$ cat config.mk
export PLATFORM = sky130hd
export DESIGN_NAME = spi_ctrl_top
export DESIGN_NICKNAME = d
export VERILOG_FILES = /design/src/rtl/spi_pkg.sv /design/src/rtl/spi_axil_regs.sv /design/src/rtl/spi_cmd_engine.sv /design/src/rtl/spi_ctrl_top.sv
export VERILOG_INCLUDE_DIRS = /design/src /design/src/rtl
export SDC_FILE = /design/constraint.sdc
export NUM_CORES = 1
export LEC_CHECK = 0
export BUFFER_PORTS_ARGS = -buffer_cell sky130_fd_sc_hd__buf_2
export CORE_MARGIN = 4
export CORE_UTILIZATION = 40
export CTS_CLUSTER_DIAMETER = 50
export DETAILED_ROUTE_END_ITERATION = 12
export GPL_ROUTABILITY_DRIVEN = 0
export SKIP_CTS_REPAIR_TIMING = 1
export SLEW_MARGIN = 20
export SYNTH_ARGS = -nofsm -noshare
export SYNTH_HDL_FRONTEND = slang
export SYNTH_SLANG_ARGS = --single-unit
$ cat constraint.sdc
create_clock -name clk -period 3.5 [get_ports clk]
set_clock_uncertainty 0.1 [all_clocks]
set_input_delay 0.525 -clock clk [delete_from_list [all_inputs] [get_ports clk]]
set_output_delay 0.525 -clock clk [all_outputs]
set_load 0.02 [all_outputs]
$ cat src/rtl/spi_defs.svh
`ifndef SPI_DEFS_SVH
`define SPI_DEFS_SVH

// ****************************************
// Widths
// ****************************************
`define SPI_CMD_W        12
`define SPI_DATA_W       8
`define SPI_ADDR_W       3
`define SPI_AXI_AW       4
`define SPI_AXI_DW       32
`define SPI_DIV_W        8

// ****************************************
// Register map and reset values
// ****************************************
`define SPI_REG_CTRL     4'h0
`define SPI_REG_CMD      4'h4
`define SPI_REG_STATUS   4'h8
`define SPI_REG_RXDATA   4'hC

`define SPI_CLK_DIV_RST  8'd4   // Half-period in clk cycles.
`define SPI_TURN_GAP_RST 8'd16  // Chip select high time between read phases.

`endif

$ cat src/rtl/spi_pkg.sv
`default_nettype none

`include "spi_defs.svh"

package spi_pkg;

  typedef logic [`SPI_DATA_W-1:0] spi_byte_t;
  typedef logic [`SPI_ADDR_W-1:0] spi_addr_t;
  typedef logic [`SPI_DIV_W-1:0]  spi_div_t;
  typedef logic [`SPI_AXI_AW-1:0] axi_addr_t;
  typedef logic [`SPI_AXI_DW-1:0] axi_data_t;

  // Serial command word, sent most significant bit first.
  typedef struct packed {
    logic      write;
    spi_addr_t addr;
    spi_byte_t data;
  } spi_cmd_t;

  // Field order matches the CTRL register layout.
  typedef struct packed {
    spi_div_t turn_gap;
    spi_div_t clk_div;
  } spi_cfg_t;

  typedef enum logic [2:0] {
    idle,
    cmd_shift,
    turn_gap,
    rd_shift,
    done
  } spi_state_t;

endpackage

`default_nettype wire

$ cat src/rtl/spi_axil_regs.sv
`default_nettype none

`include "spi_defs.svh"

module spi_axil_regs
  import spi_pkg::*;
(
  input  wire            clk,
  input  wire            rst_n,
  input  wire axi_addr_t awaddr,
  input  wire            awvalid,
  output logic           awready,
  input  wire axi_data_t wdata,
  input  wire            wvalid,
  output logic           wready,
  output logic [1:0]     bresp,
  output logic           bvalid,
  input  wire            bready,
  input  wire axi_addr_t araddr,
  input  wire            arvalid,
  output logic           arready,
  output axi_data_t      rdata,
  output logic [1:0]     rresp,
  output logic           rvalid,
  input  wire            rready,
  output spi_cmd_t       cmd,
  output logic           cmd_valid,
  output spi_cfg_t       cfg,
  input  wire            cmd_ready,
  input  wire            rd_valid,
  input  wire spi_byte_t rd_data
);

  localparam logic [1:0] resp_okay   = 2'b00;
  localparam logic [1:0] resp_slverr = 2'b10;

  spi_cfg_t   ctrl_q;
  logic       busy;
  logic       rx_valid;
  spi_byte_t  rx_data_q;
  logic       wr_en;
  logic       rd_en;
  logic       cmd_wr;
  logic       rx_rd;
  logic [1:0] wr_resp;
  logic [1:0] rd_resp;
  axi_data_t  rd_word;

  assign wr_en  = awvalid && awready && wvalid && wready;
  assign rd_en  = arvalid && arready;
  assign cmd_wr = wr_en && (awaddr == `SPI_REG_CMD) && !busy; // Refused while busy.
  assign rx_rd  = rd_en && (araddr == `SPI_REG_RXDATA);
  assign cfg    = ctrl_q;

  // ****************************************
  // Write channel
  // ****************************************
  always_comb
  begin
    case (awaddr)
      `SPI_REG_CTRL, `SPI_REG_STATUS, `SPI_REG_RXDATA:
        wr_resp = resp_okay;
      `SPI_REG_CMD:
        wr_resp = busy ? resp_slverr : resp_okay;
      default:
        wr_resp = resp_slverr;
    endcase
  end

  always_ff @(posedge clk or negedge rst_n)
  begin
    if (!rst_n)
    begin
      awready <= 1'b0;
      wready  <= 1'b0;
      bvalid  <= 1'b0;
      bresp   <= resp_okay;
    end
    else
    begin
      awready <= awvalid && wvalid && !awready && !bvalid; // Single-cycle ready pulse.
      wready  <= awvalid && wvalid && !awready && !bvalid;
      if (wr_en)
      begin
        bvalid <= 1'b1;
        bresp  <= wr_resp;
      end
      else if (bready)
        bvalid <= 1'b0;
    end
  end

  // ****************************************
  // Registers and engine handshake
  // ****************************************
  always_ff @(posedge clk or negedge rst_n)
  begin
    if (!rst_n)
    begin
      ctrl_q    <= '{turn_gap: `SPI_TURN_GAP_RST, clk_div: `SPI_CLK_DIV_RST};
      cmd_valid <= 1'b0;
      busy      <= 1'b0;
      rx_valid  <= 1'b0;
      rx_data_q <= '0;
    end
    else
    begin
      if (wr_en && (awaddr == `SPI_REG_CTRL))
        ctrl_q <= spi_cfg_t'(wdata[$bits(spi_cfg_t)-1:0]);

      if (cmd_wr)
        cmd_valid <= 1'b1;
      else if (cmd_valid && cmd_ready)
        cmd_valid <= 1'b0;

      // The engine leaves idle right after the transfer, so ready high again means finished.
      if (cmd_wr)
        busy <= 1'b1;
      else if (busy && !cmd_valid && cmd_ready)
        busy <= 1'b0;

      if (rd_valid)
      begin
        rx_valid  <= 1'b1;
        rx_data_q <= rd_data;
      end
      else if (rx_rd)
        rx_valid <= 1'b0;
    end
  end

  always_ff @(posedge clk)
  begin
    if (cmd_wr)
      cmd <= spi_cmd_t'(wdata[`SPI_CMD_W-1:0]);
  end

  // ****************************************
  // Read channel
  // ****************************************
  always_comb
  begin
    rd_word = '0;
    rd_resp = resp_okay;
    case (araddr)
      `SPI_REG_CTRL:
        rd_word = axi_data_t'(ctrl_q);
      `SPI_REG_CMD:
        rd_word = '0;                      // CMD is write-only.
      `SPI_REG_STATUS:
        rd_word = axi_data_t'({rx_valid, busy});
      `SPI_REG_RXDATA:
        rd_word = axi_data_t'(rx_data_q);
      default:
        rd_resp = resp_slverr;
    endcase
  end

  always_ff @(posedge clk or negedge rst_n)
  begin
    if (!rst_n)
    begin
      arready <= 1'b0;
      rvalid  <= 1'b0;
      rresp   <= resp_okay;
    end
    else
    begin
      arready <= arvalid && !arready && !rvalid;
      if (rd_en)
      begin
        rvalid <= 1'b1;
        rresp  <= rd_resp;
      end
      else if (rready)
        rvalid <= 1'b0;
    end
  end

  always_ff @(posedge clk)
  begin
    if (rd_en)
      rdata <= rd_word;
  end

endmodule

`default_nettype wire

$ cat src/rtl/spi_cmd_engine.sv
`default_nettype none

`include "spi_defs.svh"

module spi_cmd_engine
  import spi_pkg::*;
(
  input  wire           clk,
  input  wire           rst_n,
  input  wire spi_cmd_t cmd,
  input  wire           cmd_valid,
  output logic          cmd_ready,
  input  wire spi_cfg_t cfg,
  output logic          rd_valid,
  output spi_byte_t     rd_data,
  output logic          sclk,
  output logic          cs_n,
  output logic          mosi,
  input  wire           miso
);

  localparam int bit_cnt_w = $clog2(`SPI_CMD_W + 1);

  localparam logic [bit_cnt_w-1:0] wr_bits      = bit_cnt_w'(`SPI_CMD_W);
  localparam logic [bit_cnt_w-1:0] rd_hdr_bits  = bit_cnt_w'(`SPI_ADDR_W + 1);
  localparam logic [bit_cnt_w-1:0] rd_data_bits = bit_cnt_w'(`SPI_DATA_W);

  spi_state_t            state;
  spi_div_t              div_q;
  spi_div_t              gap_q;
  logic                  is_wr;
  spi_div_t              half_cnt;
  logic [bit_cnt_w-1:0]  bit_cnt;
  logic [bit_cnt_w-1:0]  n_bits;
  logic [`SPI_CMD_W-1:0] shift_q;
  logic                  shifting;
  logic                  half_done;
  logic                  in_bits;
  logic                  sclk_rise;
  logic                  sclk_fall;

  // ****************************************
  // Frame decode
  // ****************************************
  always_comb
  begin
    if (state == rd_shift)
      n_bits = rd_data_bits;
    else if (is_wr)
      n_bits = wr_bits;
    else
      n_bits = rd_hdr_bits;                // Write flag and address only.
  end

  assign shifting  = (state == cmd_shift) || (state == rd_shift);
  assign half_done = (half_cnt == div_q - 1'b1);
  assign in_bits   = (bit_cnt != n_bits);  // Low once the tail before cs_n rise starts.
  assign sclk_rise = shifting && in_bits && half_done && !sclk;
  assign sclk_fall = shifting && in_bits && half_done && sclk;

  assign cmd_ready = (state == idle);
  assign rd_valid  = (state == done) && !is_wr;
  assign rd_data   = shift_q[`SPI_DATA_W-1:0];
  assign mosi      = (state == cmd_shift) && in_bits && shift_q[`SPI_CMD_W-1];

  // ****************************************
  // Control FSM
  // ****************************************
  always_ff @(posedge clk or negedge rst_n)
  begin
    if (!rst_n)
    begin
      state    <= idle;
      cs_n     <= 1'b1;
      sclk     <= 1'b0;
      half_cnt <= '0;
      bit_cnt  <= '0;
      is_wr    <= 1'b0;
      div_q    <= spi_div_t'(1);
      gap_q    <= spi_div_t'(1);
    end
    else
    begin
      case (state)
        idle:
        begin
          if (cmd_valid)
          begin
            state    <= cmd_shift;
            cs_n     <= 1'b0;
            half_cnt <= '0;
            bit_cnt  <= '0;
            is_wr    <= cmd.write;
            div_q    <= (cfg.clk_div == '0) ? spi_div_t'(1) : cfg.clk_div;
            gap_q    <= (cfg.turn_gap == '0) ? spi_div_t'(1) : cfg.turn_gap;
          end
        end

        cmd_shift, rd_shift:
        begin
          if (!half_done)
            half_cnt <= half_cnt + 1'b1;
          else
          begin
            half_cnt <= '0;
            if (in_bits)
            begin
              sclk <= ~sclk;
              if (sclk)
                bit_cnt <= bit_cnt + 1'b1; // A bit ends on its falling edge.
            end
            else
            begin
              cs_n <= 1'b1;
              if ((state == cmd_shift) && !is_wr)
                state <= turn_gap;
              else
                state <= done;
            end
          end
        end

        turn_gap:
        begin
          if (half_cnt == gap_q - 1'b1)
          begin
            state    <= rd_shift;
            cs_n     <= 1'b0;
            half_cnt <= '0;
            bit_cnt  <= '0;
          end
          else
            half_cnt <= half_cnt + 1'b1;
        end

        done:
          state <= idle;

        default:
          state <= idle;
      endcase
    end
  end

  // ****************************************
  // Shift register
  // ****************************************
  // Shared by both directions. The read byte ends up in the low bits.
  always_ff @(posedge clk)
  begin
    if (cmd_valid && cmd_ready)
      shift_q <= cmd;
    else if ((state == cmd_shift) && sclk_fall)
      shift_q <= {shift_q[`SPI_CMD_W-2:0], 1'b0};
    else if ((state == rd_shift) && sclk_rise)
      shift_q <= {shift_q[`SPI_CMD_W-2:0], miso}; // Slave data is stable at the rising edge.
  end

endmodule

`default_nettype wire

$ cat src/rtl/spi_ctrl_top.sv
`default_nettype none

module spi_ctrl_top
  import spi_pkg::*;
(
  input  wire            clk,
  input  wire            rst_n,
  input  wire axi_addr_t awaddr,
  input  wire            awvalid,
  output wire            awready,
  input  wire axi_data_t wdata,
  input  wire            wvalid,
  output wire            wready,
  output wire [1:0]      bresp,
  output wire            bvalid,
  input  wire            bready,
  input  wire axi_addr_t araddr,
  input  wire            arvalid,
  output wire            arready,
  output wire axi_data_t rdata,
  output wire [1:0]      rresp,
  output wire            rvalid,
  input  wire            rready,
  output wire            sclk,
  output wire            cs_n,
  output wire            mosi,
  input  wire            miso
);

  wire spi_cmd_t  cmd;
  wire            cmd_valid;
  wire            cmd_ready;
  wire spi_cfg_t  cfg;
  wire            rd_valid;
  wire spi_byte_t rd_data;

  spi_axil_regs u_regs (
    .clk       (clk),
    .rst_n     (rst_n),
    .awaddr    (awaddr),
    .awvalid   (awvalid),
    .awready   (awready),
    .wdata     (wdata),
    .wvalid    (wvalid),
    .wready    (wready),
    .bresp     (bresp),
    .bvalid    (bvalid),
    .bready    (bready),
    .araddr    (araddr),
    .arvalid   (arvalid),
    .arready   (arready),
    .rdata     (rdata),
    .rresp     (rresp),
    .rvalid    (rvalid),
    .rready    (rready),
    .cmd       (cmd),
    .cmd_valid (cmd_valid),
    .cfg       (cfg),
    .cmd_ready (cmd_ready),
    .rd_valid  (rd_valid),
    .rd_data   (rd_data)
  );

  spi_cmd_engine u_engine (
    .clk       (clk),
    .rst_n     (rst_n),
    .cmd       (cmd),
    .cmd_valid (cmd_valid),
    .cmd_ready (cmd_ready),
    .cfg       (cfg),
    .rd_valid  (rd_valid),
    .rd_data   (rd_data),
    .sclk      (sclk),
    .cs_n      (cs_n),
    .mosi      (mosi),
    .miso      (miso)
  );

endmodule

`default_nettype wire

==> impl_results.md, run 1 <==
- Final period util: 0.8321
- DP Cell Count: ~670
- Synthesis warning total: 0
- Crit-path max FO: 12
- Critical Path Sink: u_engine.shift_q[8]
- Fillers: about 1100
- Die width: roughly 120 µm
- Clock latency at the later pin of the worst-skew pair: between 0.3 and 0.4 ns
- Clock buffer depth: 2
- Share of synthesized registers carrying an async set or reset: 0.6262
- Avg Vias per Cell: 5.076
- P&R area growth vs syn: 14.44%
- Critical Path AT: 2.85 ns
- Final hold vios: 0
- ANT nets after route: 0
- VDD IR-drop max: ~240 µV
- FF-to-FF End: u_engine.shift_q[8]
- Starting DRT DRC Count: 288
- Vias in the first global route: 3481
- CTS Root Cell: clkbuf_16
- Layout cells sized above 1: 0.2350
- H-Tree Depth: 3
- Cell taking the most area after synthesis: dfrtp_1
- CP Launch Type: flop
- Post-layout power: 0.002808 W
- Lkg Pwr: about 2.6 nW
- Final instance area: 5809 µm²
- Core area: between 10000 and 15000 µm²
- Non-filler instance count after layout: between 600 and 700
- Final HPWL from detailed placement: 7278 µm
- Routed WL: 10420 µm
- GRT Resource Usage Total: 0.1518
- Reg-to-reg startpoint: u_engine.div_q[1]
- Post-synth EDFFs: 40
- Initial antenna violation count: 0
- NumNets Final: 563
- DP Area: 5498 µm²
- Initial Util: 0.4157
- I/O Buffers: 57
- CTS tree: done
- Worst Setup SP: u_engine.div_q[1]
- Class of the worst hold path: input port to flop
- Worst rel slew slack: 0.4005
- Worst slack, placed: 0.5734 ns
- CTS Sinks: between 100 and 150
- Final min period: 2.912 ns
- Diode count: 0
- Worst Setup Slack, final: 0.5877 ns
- Slack of the worst reg-to-reg path: 0.59 ns
- Drt pass-1 iters: 5
- Area of the mapped netlist: a little over 5000 µm²
- Worst setup EP type: flop
- Grt ovf: 0
- Post-synthesis cell count: roughly 450
- Worst-Margin Slew: 0.8993 ns
- Row cnt: 40
- Top FF cell, synth: dfrtp_1
- Sequential share of the synthesized area: 0.5682
- Post-synthesis cell type count: 60
- Max-slew violation count: 0
- # DRC: 0
- CTS Buf Count: 9
- Setup TNS: 0 ns
- Synth area leaders: dfrtp_1, edfxtp_1, nand2_1
- DIE AREA: between 10000 and 15000 µm²
- Power per cell area: 483.3 nW/µm²
- First-pass GRT wire length: 17530 µm
- #FFs+latches synth: 107
- WL/cell: ~15 µm
- RSZ-0062 raised after global routing: false
- Largest net degree at the start of global routing: 68
- WP data required: around 3.4 ns
- Die Height: 120.7 µm
- Via count: 3467
- Final setup violation count: 0
- Area share of the largest cell type after synthesis: 0.3056
- Mapped Avg Cell Area: 11.21 µm²
- Reg2Reg Depth: 9
- I/O pin count: 92
- Status: complete, no violations
- Max-Cap Viols: 0
- FMAX: 343.4 MHz
- Clock Pin Slew Worst Setup and Hold Paths: 0.08 ns
- Setup CP Type: flop to flop
[cell usage after synthesis, types with 2 or more instances]
cell type  number
a311oi_1        2
nand3_1         6
o21ai_1         6
nor3_1         14
nand4_1         3
xnor2_1        16
mux2_2         26
nor4_1          4
mux2i_1         2
buf_2           2
dfstp_2         5
inv_1          15
a32oi_1         2
nor2_1         19
nand2b_1        4
a22o_1         10
a22oi_1         2
and2_1         10
nand2_1        91
nor3b_1         2
or4_1           4
xor2_1          5
a21o_1          4
edfxtp_1       40
buf_4          19
nor4b_1         3
dfrtp_1        62
or2_1           2
clkbuf_1       15
and3_1          2
ha_1            5
nor2b_1         4
a21oi_1         5
mux2_1          3
o21ai_0        13
or3_1           2
[area by class of cell]
cell class	instances	area, µm²	share of cell area
sequential	107	2884	0.4964
multi-input combinational	312	2002	0.3446
timing repair buffer	65	345.3	0.05944
clock buffer	9	225.2	0.03877
tap	168	210.2	0.03618
clock inverter	7	86.33	0.01486
inverter	15	56.30	0.009692
[through the flow]
stage	hold slack (ns)	utilization
floorplan	0.1294	-
global placement	0.3372	0.4502
detailed placement	0.3517	0.4502
CTS	0.2481	0.4757
global route	0.2495	0.4757
finish	0.2617	0.4757
[worst min path at each step]
stage | from | to | depth (start not counted)
floorplan | rst_n | u_engine.bit_cnt[0] | 0
global placement | u_regs.bvalid | u_regs.awready | 1
detailed placement | u_regs.bvalid | u_regs.awready | 1
CTS | wdata[4] | u_regs.cmd[4] | 1
global route | wdata[4] | u_regs.cmd[4] | 1
finish | wdata[2] | u_regs.cmd[2] | 1
[per-layer routing]
metal | track usage | routed length (µm) | up-vias
li1 | - | - | 1657
met3 | 0.02900 | 537 | 9
met5 | 0 | 0 | -
met4 | 0.05241 | 139 | 0
met2 | 0.2400 | 4992 | 100
met1 | 0.2100 | 4751 | 1701
[registers in the layout (all words and copies together), names as in the netlist, 3 cells and up]
name	count
u_regs.rx_data_q	8
u_engine.bit_cnt	4
u_regs.cmd	12
u_regs.rdata	16
u_engine.div_q	8
u_engine.half_cnt	8
u_regs.cfg	16
u_engine.gap_q	8
u_engine.state	3
u_engine.shift_q	12
[critical path: stages, from the launching register on]
cell	delay [ns]
dfrtp_1	0.40
inv_1	0.08
ha_1	0.23
or3b_1	0.40
nor4_1	0.26
o211ai_1	0.13
a211oi_2	0.41
nand2_1	0.18
o21ai_1	0.17
buf_4	0.24
[cells in the final DEF, fill, tap and decap left out, drive strengths merged, types with 5 or more instances in the layout]
| cell type | netlist | final |
|---|---|---|
| inv | 15 | 17 |
| and2 | 10 | 10 |
| ha | 5 | 5 |
| nand2 | 91 | 91 |
| nor3 | 14 | 14 |
| xnor2 | 16 | 16 |
| mux2 | 29 | 29 |
| clkbuf | 15 | 9 |
| dfstp | 5 | 5 |
| nor2 | 19 | 19 |
| a22o | 10 | 10 |
| o21ai | 19 | 19 |
| nand3 | 6 | 6 |
| a21oi | 5 | 5 |
| xor2 | 5 | 5 |
| conb | 1 | 18 |
| buf | 21 | 65 |
| dfrtp | 62 | 62 |
| edfxtp | 40 | 40 |
[cell families after synthesis]
group,after synthesis,share of synthesized area
xor gates and xnor gates,22,0.04067
DFF,107,0.5682
buffers and inverters,51,0.05225
other,1,0.0007388
muxes,31,0.06828
AOI/OAI and AO/OA,58,0.08923
and+or+nand+nor,178,0.1684
adders and majority gates,5,0.01232
[power breakdown]
part | leakage [nW] | switching [W] | internal, W
Sequential | 1.27 | 0.0000794 | 0.00136
Clock | 0.147 | 0.000475 | 0.000567
Combinational | 1.20 | 0.000181 | 0.000145
Note: power is estimated with default switching activity, not from simulation.
==> run 2: changes to the inputs <==
--- a/config.mk
+++ b/config.mk
@@ -6,6 +6,7 @@
 export SDC_FILE = /design/constraint.sdc
 export NUM_CORES = 1
 export LEC_CHECK = 0
+export ABC_AREA = 1
 export BUFFER_PORTS_ARGS = -buffer_cell sky130_fd_sc_hd__buf_2
 export CORE_MARGIN = 4
 export CORE_UTILIZATION = 40
==> constraint.sdc (replaced) <==
create_clock -name clk -period 2.55 [get_ports clk]
set_clock_uncertainty 0.1 [all_clocks]
set_input_delay 0.3825 -clock clk [delete_from_list [all_inputs] [get_ports clk]]
set_output_delay 0.3825 -clock clk [all_outputs]
set_load 0.02 [all_outputs]
==> run 2 against run 1 <==
Compared with the run above: the run now ends with hold timing left; critical path depth increased by 6; synthesized area increased by 1.6%; register-to-register slack got worse by 0.43 ns; synthesized cell count increased by 30%; via count increased by 12%; sequential power increased by 29%; global-route usage increased by 0.99 points; largest cell class unchanged.
==> impl_results.md, run 2 <==
- Starting DRT DRC Count: 219
- Met2 Resource Use GR: 0.2591
- VDD IR-drop max: 409.6 µV
- Final setup violation count: 0
- Worst Setup Slack, final: 0.1604 ns
- Vias in the first global route: 3776
- Post-synthesis cell count: between 500 and 600
- CTS Root Cell: clkbuf_16
- Met1 Usage GRT: 0.2266
- Drt pass-1 iters: 5
- Most frequent cells in the layout: nand2_1, inv_1, dfrtp_1
- Final hold vios: 25
- Grt ovf: 0
- Non-filler instance count after layout: 828
- Commonest non-fill, non-tap cell in the layout: nand2_1
- Worst rel slew slack: 0.5627
- Reg2Reg Depth: 15
- Crit-path max FO: 6
- Power per cell area: between 500 and 600 nW/µm²
- DIE AREA: between 10000 and 15000 µm²
- Post-synthesis cell type count: 35
- Busiest grt layer: met2
- Via count: 3876
- Die width: around 120 µm
- Clock buffer depth: 2
- P&R area growth vs syn: 15.38%
- Clock Pin Slew Worst Setup and Hold Paths: 0.08 ns
- H-Tree Depth: 3
- Worst-Margin Slew: 0.6541 ns
- Setup TNS: 0 ns
- Diode count: 0
- Share of synthesized registers carrying an async set or reset: 0.6262
- Max-Cap Viols: 0
- # DRC: 0
- I/O pin count: 92
- Final min period: between 2 and 2.5 ns
- Sequential share of the synthesized area: 0.5593
- Area share of the largest cell type after synthesis: 0.3009
- Status: complete, but fails checks
- Layout cells sized above 1: 0.1784
- Setup CP Type: flop to flop
- FF-to-FF End: u_engine.shift_q[9]
- Cell taking the most area after synthesis: dfrtp_1
- First-pass GRT wire length: ~19000 µm
- DP Cell Count: between 800 and 900
- Routed WL: 11380 µm
- Lkg Pwr: just under 3 nW
- Reg-to-reg startpoint: u_engine.div_q[0]
- Die Height: 121.5 µm
- Post-synth EDFFs: 40
- Initial Util: 0.4086
- #FFs+latches synth: about 110
- Largest net degree at the start of global routing: 43
- Failing checks: hold timing
- Synth area leaders: dfrtp_1, edfxtp_1, nand2_1
- Hold Slack: -0.04511 ns
- CTS tree: done
- Slack of the worst reg-to-reg path: approximately 0.16 ns
- Top FF cell, synth: dfrtp_1
- Final HPWL from detailed placement: around 8200 µm
- Clock latency at the later pin of the worst-skew pair: 0.35 ns
- Class of the worst hold path: input port to async pin
- Synth top cells by count: nand2_1, inv_1, dfrtp_1
- Core area: 12620 µm²
- Synthesis warning total: 0
- NumNets Final: 704
- Initial antenna violation count: 0
- CP Launch Type: flop
- FMAX: 418.5 MHz
- Max-slew violation count: 0
- I/O Buffers: 57
- Worst setup EP type: flop
- CTS Buf Count: 9
- Most common cell in the netlist: nand2_1
- Critical Path AT: roughly 2.4 ns
- Avg Vias per Cell: 4.681
- ANT nets after route: 0
- Util after Layout: 0.4714
- WP data required: 2.52 ns
- WL/cell: between 10 and 15 µm
- Mapped Avg Cell Area: ~8.8 µm²
- CTS Sinks: 107
- Area of the mapped netlist: 5156 µm²
- Met3 Use GR: 0.02786
- GRT Resource Usage Total: 0.1617
- Row cnt: 41
- Final period util: 0.9371
- Worst slack, placed: ~0.13 ns
## run 2: changes by cell type after synthesis, sizes merged, moves of 9 or more
cell,previous run,this run
a21oi,5,25
a22o,10,0
and2,10,1
inv,15,78
mux2,29,1
nand2,91,150
nand3,6,35
nor2,19,66
o21ai,19,48
xnor2,16,4
## run 2: layer usage
layer	routed length, µm	vias to the layer above
met3	502	11
met2	5452	90
met4	148	0
met5	0	-
li1	-	1963
met1	5280	1812
## run 2: logic make-up after synthesis
logic type | count (synthesis) | share of synthesized area
mux | 1 | 0.002184
xor+xnor | 15 | 0.02548
simple gates | 273 | 0.2274
compound gates | 76 | 0.07838
buf+inv | 110 | 0.09440
other cells | 1 | 0.0007273
flops | 107 | 0.5593
fa+ha+maj | 5 | 0.01213
## run 2: worst max-delay path by stage
stage,startpoint,end,cells past startpoint
finish,u_engine.div_q[0],u_engine.shift_q[9],15
floorplan,u_engine.div_q[0],u_engine.shift_q[0],13
global placement,u_engine.div_q[0],u_engine.shift_q[4],14
global route,u_engine.div_q[0],u_engine.shift_q[9],15
detailed placement,u_engine.div_q[0],u_engine.shift_q[5],14
CTS,u_engine.div_q[0],u_engine.shift_q[8],14
## run 2: layout make-up
class                   instances  area (µm²)
flip-flops and latches        107        2884
clock inverters                 6       81.33
multi-input cells             388        1872
clock buffers                  10       229.0
repair buffers                 66       369.1
inverters                      79       299.0
well taps                     172       215.2
fillers                      1226        6670
## run 2: worst max-delay path, cell delays in order (launching register included)
cell and delay [ns]:
dfstp_2 0.54, inv_2 0.07, ha_4 0.18, nand2_2 0.07
nor2_2 0.05, nand2_1 0.06, nand2_1 0.05, nand2_1 0.06
nand2_1 0.07, nor2_2 0.10, nand2_2 0.10, nor2_2 0.10
nand2_1 0.08, o211ai_1 0.17, buf_4 0.16, buf_4 0.15
## run 2: where the power goes
part           internal, W  switching (W)  leakage, nW
Clock             0.000784       0.000667        0.151
Combinational    0.0000587       0.000149         1.65
Sequential         0.00183      0.0000248         1.12
## run 2: per-stage QoR
stage	cell area, µm²	total power, W
floorplan	5238	0.002020
detailed placement	5605	0.002102
finish	5949	0.003516
global route	5949	0.003659
CTS	5916	0.003555
global placement	5605	0.002099
==> run 3: changes to the inputs <==
--- a/config.mk
+++ b/config.mk
@@ -13,6 +13,7 @@
 export CTS_CLUSTER_DIAMETER = 50
 export DETAILED_ROUTE_END_ITERATION = 12
 export GPL_ROUTABILITY_DRIVEN = 0
+export PLACE_DENSITY = 0.72
 export SKIP_CTS_REPAIR_TIMING = 1
 export SLEW_MARGIN = 20
 export SYNTH_ARGS = -nofsm -noshare
==> run 3 against run 2 <==
Compared with the run above: the flow now finishes without violations; core utilization is 0.13 points higher; first-iteration DRC count decreased by 21%; total power shrank 1.3%; sequential share of layout area fell by 0.13 points; global-route usage is 0.14 points lower.
==> impl_results.md, run 3 (synthesis results as in run 2) <==
- NumNets Final: 706
- Grt ovf: 0
- Routed WL: around 11000 µm
- CTS tree: done
- Avg Vias per Cell: approximately 4.8
- Diode count: 0
- Logic pwr share: 0.061
- ANT nets after route: 0
- Row cnt: 41
- Clk network pwr share: 0.403
- CP Launch Type: flop
- Setup TNS: 0 ns
- CTS Sinks: 107
- Final period util: 0.9345
- Switching power: between 0.0008 and 0.0009 W
- Most frequent cells in the layout: nand2_1, inv_1, dfrtp_1
- Power per cell area: slightly below 600 nW/µm²
- Initial Util: 0.4086
- Starting DRT DRC Count: ~170
- Clock buffer depth: 2
- Die width: 121.5 µm
- CTS Root Cell: clkbuf_16
- CTS Buf Count: 9
- Die Height: 121.5 µm
- Util after Layout: 0.4727
- VDD IR-drop max: 378.9 µV
- I/O Buffers: between 50 and 60
- Worst-Margin Slew: slightly above 0.6 ns
- DIE AREA: roughly 15000 µm²
- I/O pin count: between 90 and 100
- Worst-path cell chain: inv_1, ha_4, nand2_2, nor2_2, nand2_1, nand2_1, nand3_1, nor2_2, nand2_2, nor2_2, nand2_1, o211ai_1, buf_4, buf_4
- Clock Pin Slew Worst Setup and Hold Paths: 0.07 ns
- Vias in the first global route: 4008
- Commonest non-fill, non-tap cell in the layout: nand2_1
- Class of the worst hold path: input port to flop
- Status: complete, no violations
- Worst rel slew slack: 0.5849
- First-pass GRT wire length: 18760 µm
- Final min period: 2.383 ns
- Sequential cell area: 2884 µm²
- Final setup violation count: 0
- Drt pass-1 iters: 4
- Area of the multi-input gates: 1879 µm²
- Final hold vios: 0
- WL/cell: about 14 µm
- CP max stage cell: dfrtp_1
- Max-slew violation count: 0
- Final HPWL from detailed placement: 8332 µm
- FMAX: 419.7 MHz
- Lkg Pwr: approximately 2.9 nW
- Delay-heaviest family, CP: simple AND/OR/NAND/NOR gates
- Core area: 12620 µm²
- WP data required: 2.51 ns
- CP max stage delay: between 0.3 and 0.4 ns
- Sequential power share: 0.536
- Max-Cap Viols: 0
- Sw Share: 0.2308
- Post-layout power: between 0.003 and 0.004 W
- Initial antenna violation count: 0
- Buf/Inv on CP: 3
- Critical Path AT: approximately 2.3 ns
- Worst setup EP type: flop
- H-Tree Depth: 3
- GRT Resource Usage Total: 0.1602
- Largest net degree at the start of global routing: 43
- Via count: 4003
- Worst slack, placed: ~0.15 ns
- Worst Setup Slack, final: 0.1671 ns
- Layout cells sized above 1: 0.1809
- Setup CP Type: flop to flop
- Crit-path max FO: 6
- Fillers: roughly 1200
- Clock latency at the later pin of the worst-skew pair: 0.35 ns
- P&R area growth vs syn: 15.70%
- # DRC: 0
- Cell-internal power: roughly 0.0027 W
run 3: worst paths after layout:
| check | startpoint | cells past startpoint | slack (ns) | to |
|---|---|---|---|---|
| setup / recovery | u_engine.div_q[1] | 14 | 0.17 | u_engine.shift_q[3] |
| hold / removal | bready | 2 | 0.12 | u_regs.bvalid |
| setup reg to reg | u_engine.div_q[1] | 14 | 0.17 | u_engine.shift_q[3] |
| hold reg to reg | u_regs.arready | 1 | 0.36 | u_regs.arready |
| max in group asynchronous | rst_n | 3 | 1.31 | u_regs.cfg[12] |
| min in group asynchronous | rst_n | 2 | 0.38 | u_regs.rx_data_q[3] |
run 3: final cells by class:
type,count,share of cell area
inverter,79,0.05013
multi-input combinational,388,0.3150
sequential,107,0.4834
clock inverter,6,0.01216
timing repair buffer,68,0.06481
tap,172,0.03607
clock buffer,10,0.03838
run 3: per-stage QoR:
stage,hold slack [ns],cells,instance area (µm²)
2_1_floorplan,-0.01309,605,5238
3_3_place_gp,0.2128,810,5613
3_5_place_dp,0.2246,810,5613
4_1_cts,-0.1537,826,5914
5_1_grt,0.1145,830,5966
6_report,0.1185,830,5966
run 3: worst reg2reg max path: cells and delay by family, from the launching register on:
kind                       cells  cell delay (ns)
and+or+nand+nor                9             0.85
buffers and inverters          3             0.43
DFF                            1             0.39
adders and majority gates      1             0.18
AOI/OAI and AO/OA              1             0.16
run 3: per-layer routing:
| metal | global-route usage | up-vias | wire, µm |
|---|---|---|---|
| li1 | - | 1974 | - |
| met1 | 0.2092 | 1891 | 4887 |
| met2 | 0.2625 | 116 | 5533 |
| met3 | 0.02832 | 22 | 548 |
| met4 | 0.07073 | 0 | 260 |
| met5 | 0 | - | 0 |
run 3: power groups by stage:
stage                     logic (W)  registers, W  clock network [W]
after global placement     0.000205       0.00189                  0
after floorplan           0.0000971       0.00192                  0
final                      0.000210       0.00186            0.00140
after global routing       0.000235       0.00187            0.00149
after CTS                  0.000212       0.00186            0.00142
after detailed placement   0.000211       0.00189                  0
